File: src/logic/cu_buffer_pkg.sv
// Job buffer status flags and sizing constants; referenced by package scope from FIFO and stages
package cu_buffer_pkg;

	////////////////////
	// Sizing
	////////////////////

	// Default job buffer depth, entries
	localparam int JOB_BUFFER_DEPTH_DEFAULT = 16;

	// Free entries left when almost full rises
	// Covers requests still in flight through the registered stages
	localparam int ALFULL_SLACK = 4;

	////////////////////
	// Status
	////////////////////

	// Flags of one job FIFO, gathered in one place per stage
	typedef struct packed {
		logic full;
		logic alfull;
		logic valid;
		logic empty;
	} buffer_status_t;

endpackage

File: src/logic/graph_types_pkg.sv
// Vertex and edge job types shared by the compute unit front end; referenced by package scope
package graph_types_pkg;

	////////////////////
	// Field widths
	////////////////////

	localparam int VERTEX_ID_BITS      = 16;
	localparam int DEGREE_BITS         = 8;
	localparam int EDGE_INDEX_BITS     = 20;
	localparam int INVERSE_DEGREE_BITS = 16;
	localparam int VERTEX_COUNT_BITS   = 16;

	// Vertex identifier
	typedef logic [VERTEX_ID_BITS-1:0] vertex_id_t;
	// Number of outgoing edges
	typedef logic [DEGREE_BITS-1:0] degree_t;
	// Position in the edge array
	typedef logic [EDGE_INDEX_BITS-1:0] edge_index_t;
	// Fixed point 1/out_degree, zero means no contribution
	typedef logic [INVERSE_DEGREE_BITS-1:0] inverse_degree_t;
	// Filtered vertex and emitted edge counters
	typedef logic [VERTEX_COUNT_BITS-1:0] vertex_count_t;

	////////////////////
	// Job structs
	////////////////////

	// Vertex description as it travels through the stages
	typedef struct packed {
		vertex_id_t      id;
		degree_t         out_degree;
		edge_index_t     edges_idx;
		inverse_degree_t inverse_out_degree;
	} vertex_payload_t;

	// Vertex job, valid qualifies the payload for one cycle
	typedef struct packed {
		logic            valid;
		vertex_payload_t payload;
	} vertex_job_t;

	// One edge of a vertex, weight is the source inverse degree
	typedef struct packed {
		logic            valid;
		vertex_id_t      src_id;
		edge_index_t     edge_index;
		inverse_degree_t weight;
	} edge_job_t;

endpackage

File: src/logic/cu_vertex_pipeline.sv
// Top of the vertex job front end; chains filter and expander and sets the buffer depth
`timescale 1ns/100ps

module cu_vertex_pipeline #(
	parameter int DEPTH = cu_buffer_pkg::JOB_BUFFER_DEPTH_DEFAULT
) (
	input  logic                           clock,
	input  logic                           rstn,
	input  logic                           enabled_in,
	input  graph_types_pkg::vertex_job_t   vertex_in,
	output logic                           vertex_request_unfiltered,
	input  logic                           edge_request,
	output graph_types_pkg::edge_job_t     edge_out,
	output graph_types_pkg::vertex_count_t vertex_job_counter_filtered,
	output graph_types_pkg::vertex_count_t edge_counter_emitted
);

	// Surviving vertices, one cycle strobes
	graph_types_pkg::vertex_job_t filtered_vertex;
	// Expander asks for more vertices
	logic                         vertex_request_filtered;

	////////////////////
	// Filter stage
	////////////////////

	// Source side paced by vertex_request_unfiltered
	vertex_job_filter #(
		.DEPTH(DEPTH)
	) u_vertex_job_filter (
		.clock                      (clock),
		.rstn                       (rstn),
		.enabled_in                 (enabled_in),
		.vertex_in                  (vertex_in),
		.vertex_request_filtered    (vertex_request_filtered),
		.vertex_request_unfiltered  (vertex_request_unfiltered),
		.vertex_out                 (filtered_vertex),
		.vertex_job_counter_filtered(vertex_job_counter_filtered)
	);

	////////////////////
	// Expander stage
	////////////////////

	// Sink side paced by edge_request
	vertex_edge_expander #(
		.DEPTH(DEPTH)
	) u_vertex_edge_expander (
		.clock               (clock),
		.rstn                (rstn),
		.vertex_in           (filtered_vertex),
		.vertex_request      (vertex_request_filtered),
		.edge_request        (edge_request),
		.edge_out            (edge_out),
		.edge_counter_emitted(edge_counter_emitted)
	);

endmodule

File: src/logic/vertex_edge_expander.sv
// Expander stage that queues vertex jobs and emits one edge job per outgoing edge on sink request
`timescale 1ns/100ps

module vertex_edge_expander #(
	parameter int DEPTH = cu_buffer_pkg::JOB_BUFFER_DEPTH_DEFAULT
) (
	input  logic                           clock,
	input  logic                           rstn,
	input  graph_types_pkg::vertex_job_t   vertex_in,
	output logic                           vertex_request,
	input  logic                           edge_request,
	output graph_types_pkg::edge_job_t     edge_out,
	output graph_types_pkg::vertex_count_t edge_counter_emitted
);

	typedef enum logic [1:0] {
		EXP_IDLE,
		EXP_FETCH,
		EXP_EXPAND
	} expander_state_t;

	expander_state_t state;

	cu_buffer_pkg::buffer_status_t   queue_status;
	graph_types_pkg::vertex_job_t    queue_data_out;
	logic                            queue_pop;
	logic                            request_ready;
	logic                            emit_edge;

	// Current vertex being expanded
	graph_types_pkg::vertex_id_t      cur_src_id;
	graph_types_pkg::inverse_degree_t cur_weight;
	graph_types_pkg::edge_index_t     cur_edge_index;
	graph_types_pkg::degree_t         edges_left;

	////////////////////
	// Vertex queue
	////////////////////

	// Set once after reset, request rises one clock later
	always_ff @(posedge clock or negedge rstn) begin
		if (~rstn) begin
			request_ready <= 1'b0;
		end else begin
			request_ready <= 1'b1;
		end
	end

	// Straight from the flags, the filter adds its own latch
	assign vertex_request = request_ready & ~(queue_status.alfull | queue_status.full);

	// Only pop from idle
	assign queue_pop = (state == EXP_IDLE) & ~queue_status.empty;

	vertex_job_fifo #(
		.DEPTH(DEPTH)
	) u_vertex_job_fifo (
		.clock   (clock),
		.rstn    (rstn),
		.push    (vertex_in.valid),
		.data_in (vertex_in),
		.full    (queue_status.full),
		.alfull  (queue_status.alfull),
		.pop     (queue_pop),
		.valid   (queue_status.valid),
		.data_out(queue_data_out),
		.empty   (queue_status.empty)
	);

	////////////////////
	// Expansion FSM
	////////////////////

	assign emit_edge = (state == EXP_EXPAND) & edge_request;

	always_ff @(posedge clock or negedge rstn) begin
		if (~rstn) begin
			state                <= EXP_IDLE;
			edges_left           <= '0;
			edge_out             <= '0;
			edge_counter_emitted <= '0;
		end else begin
			edge_out.valid <= emit_edge;
			case (state)
				EXP_IDLE: begin
					if (queue_pop) begin
						state <= EXP_FETCH;
					end
				end
				EXP_FETCH: begin
					// Popped job lands here one clock after the pop
					if (queue_status.valid) begin
						edges_left <= queue_data_out.payload.out_degree;
						// Zero degree, nothing to emit
						state <= (queue_data_out.payload.out_degree == '0) ? EXP_IDLE : EXP_EXPAND;
					end
				end
				EXP_EXPAND: begin
					if (emit_edge) begin
						edge_out.src_id      <= cur_src_id;
						edge_out.edge_index  <= cur_edge_index;
						edge_out.weight      <= cur_weight;
						edge_counter_emitted <= edge_counter_emitted + 1'b1;
						edges_left           <= edges_left - 1'b1;
						// Last edge of this vertex
						if (edges_left == 8'd1) begin
							state <= EXP_IDLE;
						end
					end
				end
				default: state <= EXP_IDLE;
			endcase
		end
	end

	// Vertex fields, loaded on fetch and stepped per edge
	always_ff @(posedge clock) begin
		if ((state == EXP_FETCH) && queue_status.valid) begin
			cur_src_id     <= queue_data_out.payload.id;
			cur_weight     <= queue_data_out.payload.inverse_out_degree;
			cur_edge_index <= queue_data_out.payload.edges_idx;
		end else if (emit_edge) begin
			// Increasing edge index order
			cur_edge_index <= cur_edge_index + 1'b1;
		end
	end

endmodule

File: src/logic/vertex_job_fifo.sv
// Synchronous job FIFO with almost full and a registered pop result; instantiated by both stages
`timescale 1ns/100ps

module vertex_job_fifo #(
	parameter int DEPTH = cu_buffer_pkg::JOB_BUFFER_DEPTH_DEFAULT
) (
	input  logic                         clock,
	input  logic                         rstn,
	input  logic                         push,
	input  graph_types_pkg::vertex_job_t data_in,
	output logic                         full,
	output logic                         alfull,
	input  logic                         pop,
	output logic                         valid,
	output graph_types_pkg::vertex_job_t data_out,
	output logic                         empty
);

	localparam int ADDR_W       = $clog2(DEPTH);
	localparam int CNT_W        = $clog2(DEPTH + 1);
	localparam int ALFULL_LEVEL = DEPTH - cu_buffer_pkg::ALFULL_SLACK;

	graph_types_pkg::vertex_job_t mem [DEPTH];

	logic [ADDR_W-1:0] wr_ptr;
	logic [ADDR_W-1:0] rd_ptr;
	logic [CNT_W-1:0]  count;
	logic              do_push;
	logic              do_pop;

	// Overflow and underflow requests are dropped
	assign do_push = push & ~full;
	assign do_pop  = pop & ~empty;

	////////////////////
	// Flags
	////////////////////

	assign full   = (count == CNT_W'(DEPTH));
	assign empty  = (count == '0);
	// Fewer than ALFULL_SLACK entries free
	assign alfull = (count > CNT_W'(ALFULL_LEVEL));

	////////////////////
	// Pointers and count
	////////////////////

	always_ff @(posedge clock or negedge rstn) begin
		if (~rstn) begin
			wr_ptr <= '0;
			rd_ptr <= '0;
			count  <= '0;
			valid  <= 1'b0;
		end else begin
			if (do_push) begin
				// Wrap explicitly, depth need not be a power of two
				wr_ptr <= (wr_ptr == ADDR_W'(DEPTH - 1)) ? '0 : wr_ptr + 1'b1;
			end
			if (do_pop) begin
				rd_ptr <= (rd_ptr == ADDR_W'(DEPTH - 1)) ? '0 : rd_ptr + 1'b1;
			end
			// Net occupancy change
			case ({do_push, do_pop})
				2'b10:   count <= count + 1'b1;
				2'b01:   count <= count - 1'b1;
				default: count <= count;
			endcase
			// One clock pulse per pop
			valid <= do_pop;
		end
	end

	////////////////////
	// Storage and read register
	////////////////////

	always_ff @(posedge clock) begin
		if (do_push) begin
			mem[wr_ptr] <= data_in;
		end
		// Read data lines up with valid
		if (do_pop) begin
			data_out <= mem[rd_ptr];
		end
	end

endmodule

File: src/logic/vertex_job_filter.sv
// Filter stage that drops zero weight vertices, counts them and buffers the rest for the expander
`timescale 1ns/100ps

module vertex_job_filter #(
	parameter int DEPTH = cu_buffer_pkg::JOB_BUFFER_DEPTH_DEFAULT
) (
	input  logic                           clock,
	input  logic                           rstn,
	input  logic                           enabled_in,
	input  graph_types_pkg::vertex_job_t   vertex_in,
	input  logic                           vertex_request_filtered,
	output logic                           vertex_request_unfiltered,
	output graph_types_pkg::vertex_job_t   vertex_out,
	output graph_types_pkg::vertex_count_t vertex_job_counter_filtered
);

	logic enabled;

	graph_types_pkg::vertex_job_t   vertex_in_latched;
	logic                           vertex_request_filtered_latched;
	graph_types_pkg::vertex_job_t   buffer_data_out;
	graph_types_pkg::vertex_job_t   vertex_out_next;
	graph_types_pkg::vertex_count_t filtered_count;
	cu_buffer_pkg::buffer_status_t  buffer_status;

	logic drop_vertex;
	logic push_vertex;
	logic pop_vertex;

	////////////////////
	// Enable register
	////////////////////

	always_ff @(posedge clock or negedge rstn) begin
		if (~rstn) begin
			enabled <= 1'b0;
		end else begin
			enabled <= enabled_in;
		end
	end

	////////////////////
	// Input latch
	////////////////////

	// Frozen while disabled, job and request held
	always_ff @(posedge clock or negedge rstn) begin
		if (~rstn) begin
			vertex_in_latched               <= '0;
			vertex_request_filtered_latched <= 1'b0;
		end else if (enabled) begin
			vertex_in_latched               <= vertex_in;
			vertex_request_filtered_latched <= vertex_request_filtered;
		end
	end

	////////////////////
	// Drop or keep
	////////////////////

	// Gated by enable so a held job is seen once
	assign drop_vertex = enabled & vertex_in_latched.valid &
		~(|vertex_in_latched.payload.inverse_out_degree);
	assign push_vertex = enabled & vertex_in_latched.valid &
		(|vertex_in_latched.payload.inverse_out_degree);

	always_ff @(posedge clock or negedge rstn) begin
		if (~rstn) begin
			filtered_count <= '0;
		end else if (drop_vertex) begin
			filtered_count <= filtered_count + 1'b1;
		end
	end

	////////////////////
	// Job buffer
	////////////////////

	// Pop only if the output register still updates next clock
	assign pop_vertex = enabled & enabled_in & vertex_request_filtered_latched &
		~buffer_status.empty;

	vertex_job_fifo #(
		.DEPTH(DEPTH)
	) u_vertex_job_fifo (
		.clock   (clock),
		.rstn    (rstn),
		.push    (push_vertex),
		.data_in (vertex_in_latched),
		.full    (buffer_status.full),
		.alfull  (buffer_status.alfull),
		.pop     (pop_vertex),
		.valid   (buffer_status.valid),
		.data_out(buffer_data_out),
		.empty   (buffer_status.empty)
	);

	// Stored valid bit is stale after the pop, use the pulse
	always_comb begin
		vertex_out_next         = buffer_data_out;
		vertex_out_next.valid   = buffer_status.valid;
	end

	////////////////////
	// Output registers
	////////////////////

	always_ff @(posedge clock or negedge rstn) begin
		if (~rstn) begin
			vertex_out                  <= '0;
			vertex_request_unfiltered   <= 1'b0;
			vertex_job_counter_filtered <= '0;
		end else if (enabled) begin
			vertex_out                  <= vertex_out_next;
			vertex_request_unfiltered   <= ~(buffer_status.alfull | buffer_status.full);
			vertex_job_counter_filtered <= filtered_count;
		end else begin
			// Single cycle strobe, no repeat while frozen
			vertex_out.valid <= 1'b0;
		end
	end

endmodule

File: config.mk
export PLATFORM = sky130hd
export DESIGN_NAME = cu_vertex_pipeline
export DESIGN_NICKNAME = d
export VERILOG_FILES = /design/src/logic/cu_buffer_pkg.sv /design/src/logic/graph_types_pkg.sv /design/src/logic/cu_vertex_pipeline.sv /design/src/logic/vertex_edge_expander.sv /design/src/logic/vertex_job_fifo.sv /design/src/logic/vertex_job_filter.sv
export SDC_FILE = /design/constraint.sdc
export NUM_CORES = 2
export LEC_CHECK = 0
export ABC_AREA = 0
export BUFFER_PORTS_ARGS = -buffer_cell sky130_fd_sc_hd__clkbuf_2
export CAP_MARGIN = 5
export CORE_MARGIN = 2
export CORE_UTILIZATION = 51
export CTS_CLUSTER_DIAMETER = 150
export DETAILED_ROUTE_END_ITERATION = 8
export GPL_ROUTABILITY_DRIVEN = 0
export PLACE_DENSITY = 0.7
export SLEW_MARGIN = 20
export SYNTH_ARGS = -nofsm -noshare
export SYNTH_HDL_FRONTEND = slang
export SYNTH_SLANG_ARGS = --single-unit
File: constraint.sdc
create_clock -name clock -period 12.9 [get_ports clock]
set_input_delay 0 -clock clock [delete_from_list [all_inputs] [get_ports clock]]
set_output_delay 0 -clock clock [all_outputs]
set_load 0.05 [all_outputs]
==> qor.txt <==
status -> completed
Post-synth EDFFs -> 2092
simple-gate share of the synthesized area -> 2.64%
Compound-Gate Fraction of Synth Area -> 3.46%
DRT iter0 DRCs -> 4598
r2r endpoint -> u_vertex_job_filter.u_vertex_job_fifo.mem[15][13]
chip height -> 423 um
Detailed Route WL -> 194 mm
Worst VDD drop -> 179 uV
PwrDens -> 207 mW/mm^2
top layer in use -> met5
hold buffers post-CTS -> 126
Hold Path Class -> in2reg
CTS buffer count -> 226
Final period util -> 32.2%
Yosys reg bits -> 2357
TritonRoute pass-1 iters -> 5
met3 routed WL -> 14.0 mm
most frequent cells in the layout -> edfxtp_1, mux4_2, mux2i_1, nand2_1, dfrtp_1
Seq pwr share -> 47.2%
routed length on met2 -> 96.1 mm
Synth Area in Adders -> 0.329%
commonest non-fill, non-tap cell in the layout -> edfxtp_1
Clock Skews -> 0.0287 ns
Final Hold Viols -> 0
fillers -> 12511
Mapped Nets -> 4540
# port buffers -> 150
slew margin rel. -> 23.0%
clk slew on worst S/H paths -> 0.06 ns
Syn Inst Count -> 4452
Synth Flop Type -> edfxtp_1
detailed placer's ending HPWL -> 102 mm
flop2flop setup slack -> 8.74 ns
Root Driver -> clkbuf_16
worst-case clock buffer depth -> 3
nets -> 4885
leakage -> 34.4 nW
CTS H-tree depth -> 4
switching power -> 0.00616 W
routed len/inst -> 26.4 um
Post-route DRC -> 0
worst path cell trace -> nand2_1, a21oi_2, nand3_1, nor2_4, buf_4
# rows -> 153
max_cap viols -> 0
number of global-route vias before repair -> 44787
Slowest-stage cell, CP -> nor2_4
cell internal pwr -> 0.0149 W
CP max FO -> 42
CTS resizes -> 0
fin crit period -> 4.16 ns
multiplexer area fraction after synthesis -> 14.2%
Initial Util -> 51.5%
required time worst endpoint -> 13.36 ns
hold path start -> vertex_in[33]
CTS tree -> yes
global-route wire length before repair -> 289 mm
clock network power share -> 31.0%
Synth Warn # -> 0
Core ar. -> 0.174 mm^2
Hold Path Cell Cnt -> 3
data arrival time of the worst path -> 4.62 ns
fmax -> 241 MHz
vias after detailed routing -> 43816
die area -> 0.179 mm^2
worst-skew pair later-pin latency -> 0.85 ns
layout cell share with drive strength beyond 1 -> 22.5%
max-slew violation count -> 0
Layout area overhead -> 13.5%
slew at the pin closest to its max-slew limit -> 1.16 ns
initial antenna violation count -> 4
setup tns final -> 0 ns
Via density -> 5.98
total grt overflow -> 0
Metal-1 WL -> 79.5 mm
ANT nets after route -> 0
crit path capture -> u_vertex_job_filter.u_vertex_job_fifo.mem[15][13]
Post-synth ARST share -> 11.2%
kind of critical path -> reg2reg
Final Setup Violations -> 0
# IOs -> 151
worst r2r src -> u_vertex_job_filter.enabled
Gate power share -> 21.7%
Sw Ratio -> 29.2%
depth of the most critical reg-to-reg path -> 5
Cell Area, Synth -> 0.0897 mm^2
Placed Instances -> 6768
slowest stage delay, CP -> 0.97 ns
fin cells -> 7327
Seq/Total Area, Yosys -> 77.4%
largest family of logic cells by synthesized area -> multiplexers
CP endpoint kind -> flip-flop
Total GRT Usage -> 21.7%
RSZ-0062 raised after global routing -> false
syn avg cell area -> 20.2 um^2
Unique masters post-synth -> 58
Startpoint Class -> flip-flop
Worst Setup SP -> u_vertex_job_filter.enabled
Post-CTS Setup Inserts -> 0
CTS Sinks -> 2357
post-synthesis xor/xnor area fraction -> 0.527%
largest net degree at the start of global routing -> 135
Die Width -> 423 um
-- synthesized netlist by cell type (13+ instances only) --
cell,n,area share (%)
xnor2_1,26,0.25
o21ai_0,93,0.52
mux2i_1,301,3.4
nand3_1,24,0.13
nor3_1,21,0.12
clkbuf_1,113,0.47
a21oi_1,74,0.41
nor2_1,49,0.20
xor2_1,28,0.27
nor2b_1,66,0.46
edfxtp_1,2092,70
mux2_2,142,1.8
buf_6,14,0.18
a22oi_1,62,0.52
nand2_1,266,1.1
inv_1,21,0.088
mux4_2,360,9.0
dfrtp_1,265,7.4
a211oi_1,63,0.53
buf_2,70,0.39
ha_1,22,0.31
buf_1,13,0.054
a221oi_1,120,1.2
buf_4,27,0.23
-- stage by stage --
stage	hold slack, ns	worst slack (ns)	power [W]	cell area [um^2]	utilization, %
global placement	0.0359	8.84	0.0146	93100	53.4
floorplan	-0.296	7.02	0.0134	89700	-
finish	0.0758	8.74	0.0211	102000	58.4
global route	0.0777	8.58	0.0220	102000	58.4
CTS	0.0270	8.71	0.0213	102000	58.4
detailed placement	0.0385	8.76	0.0147	93200	53.4
-- worst max-delay path: cells and delay by family (launching register included) --
family                 cells  cell delay [ns]
AND/OR/NAND/NOR            3             1.80
flip-flops                 1             0.85
buffers and inverters      1             0.67
AO/OA/AOI/OAI              1             0.38
-- state kept, by name (all words and copies together) (netlist names), 5 cells and up --
register,cells
u_vertex_edge_expander.cur_edge_index,20
u_vertex_edge_expander.cur_src_id,16
u_vertex_edge_expander.cur_weight,16
u_vertex_edge_expander.edge_counter_emitted,16
u_vertex_edge_expander.edge_out,53
u_vertex_edge_expander.edges_left,8
u_vertex_edge_expander.u_vertex_job_fifo.count,5
u_vertex_edge_expander.u_vertex_job_fifo.data_out,60
u_vertex_edge_expander.u_vertex_job_fifo.mem,960
u_vertex_job_filter.filtered_count,16
u_vertex_job_filter.u_vertex_job_fifo.count,5
u_vertex_job_filter.u_vertex_job_fifo.data_out,60
u_vertex_job_filter.u_vertex_job_fifo.mem,960
u_vertex_job_filter.vertex_in_latched,61
u_vertex_job_filter.vertex_job_counter_filtered,16
u_vertex_job_filter.vertex_out,61
-- power groups by stage --
stage	Sequential [W]	Combinational (W)	Clock, W
floorplan	0.00993	0.00346	0
finish	0.00996	0.00458	0.00654
global route	0.0100	0.00496	0.00695
CTS	0.00996	0.00464	0.00665
detailed placement	0.0101	0.00459	0
global placement	0.0101	0.00454	0
-- final cells by class --
cell class / count / area (um^2) / share of cell area (%)
antenna: 4 / 10.0 / 0.00982
clock buffer: 308 / 6230 / 6.11
clock inverter: 121 / 1190 / 1.17
inverter: 22 / 82.6 / 0.0811
multi-input combinational: 1835 / 19300 / 18.9
sequential: 2357 / 69500 / 68.2
tap: 2325 / 2910 / 2.86
timing repair buffer: 355 / 2730 / 2.68
-- metal layers --
metal / GRT usage [%] / vias to the layer above
li1: - / 18809
met1: 30.0 / 23151
met2: 35.9 / 1569
met3: 4.01 / 285
met4: 5.44 / 2
met5: 0 / -
-- logic make-up after synthesis --
family | count (synthesis)
xor gates and xnor gates | 54
AOI/OAI and AO/OA | 449
buffers and inverters | 260
adders and majority gates | 23
other | 1
and+or+nand+nor | 501
DFF | 2357
muxes | 807
-- worst min path at each step --
stage | end | slack (ns)
5_1_grt | u_vertex_job_filter.vertex_in_latched[33] | 0.08
3_3_place_gp | u_vertex_edge_expander.edge_out[36] | 0.04
4_1_cts | u_vertex_job_filter.vertex_in_latched[33] | 0.03
2_1_floorplan | u_vertex_edge_expander.edge_counter_emitted[0] | -0.30
6_report | u_vertex_job_filter.vertex_in_latched[33] | 0.08
3_5_place_dp | u_vertex_edge_expander.edge_out[36] | 0.04
No activity file was read; power rests on OpenSTA's default activity.
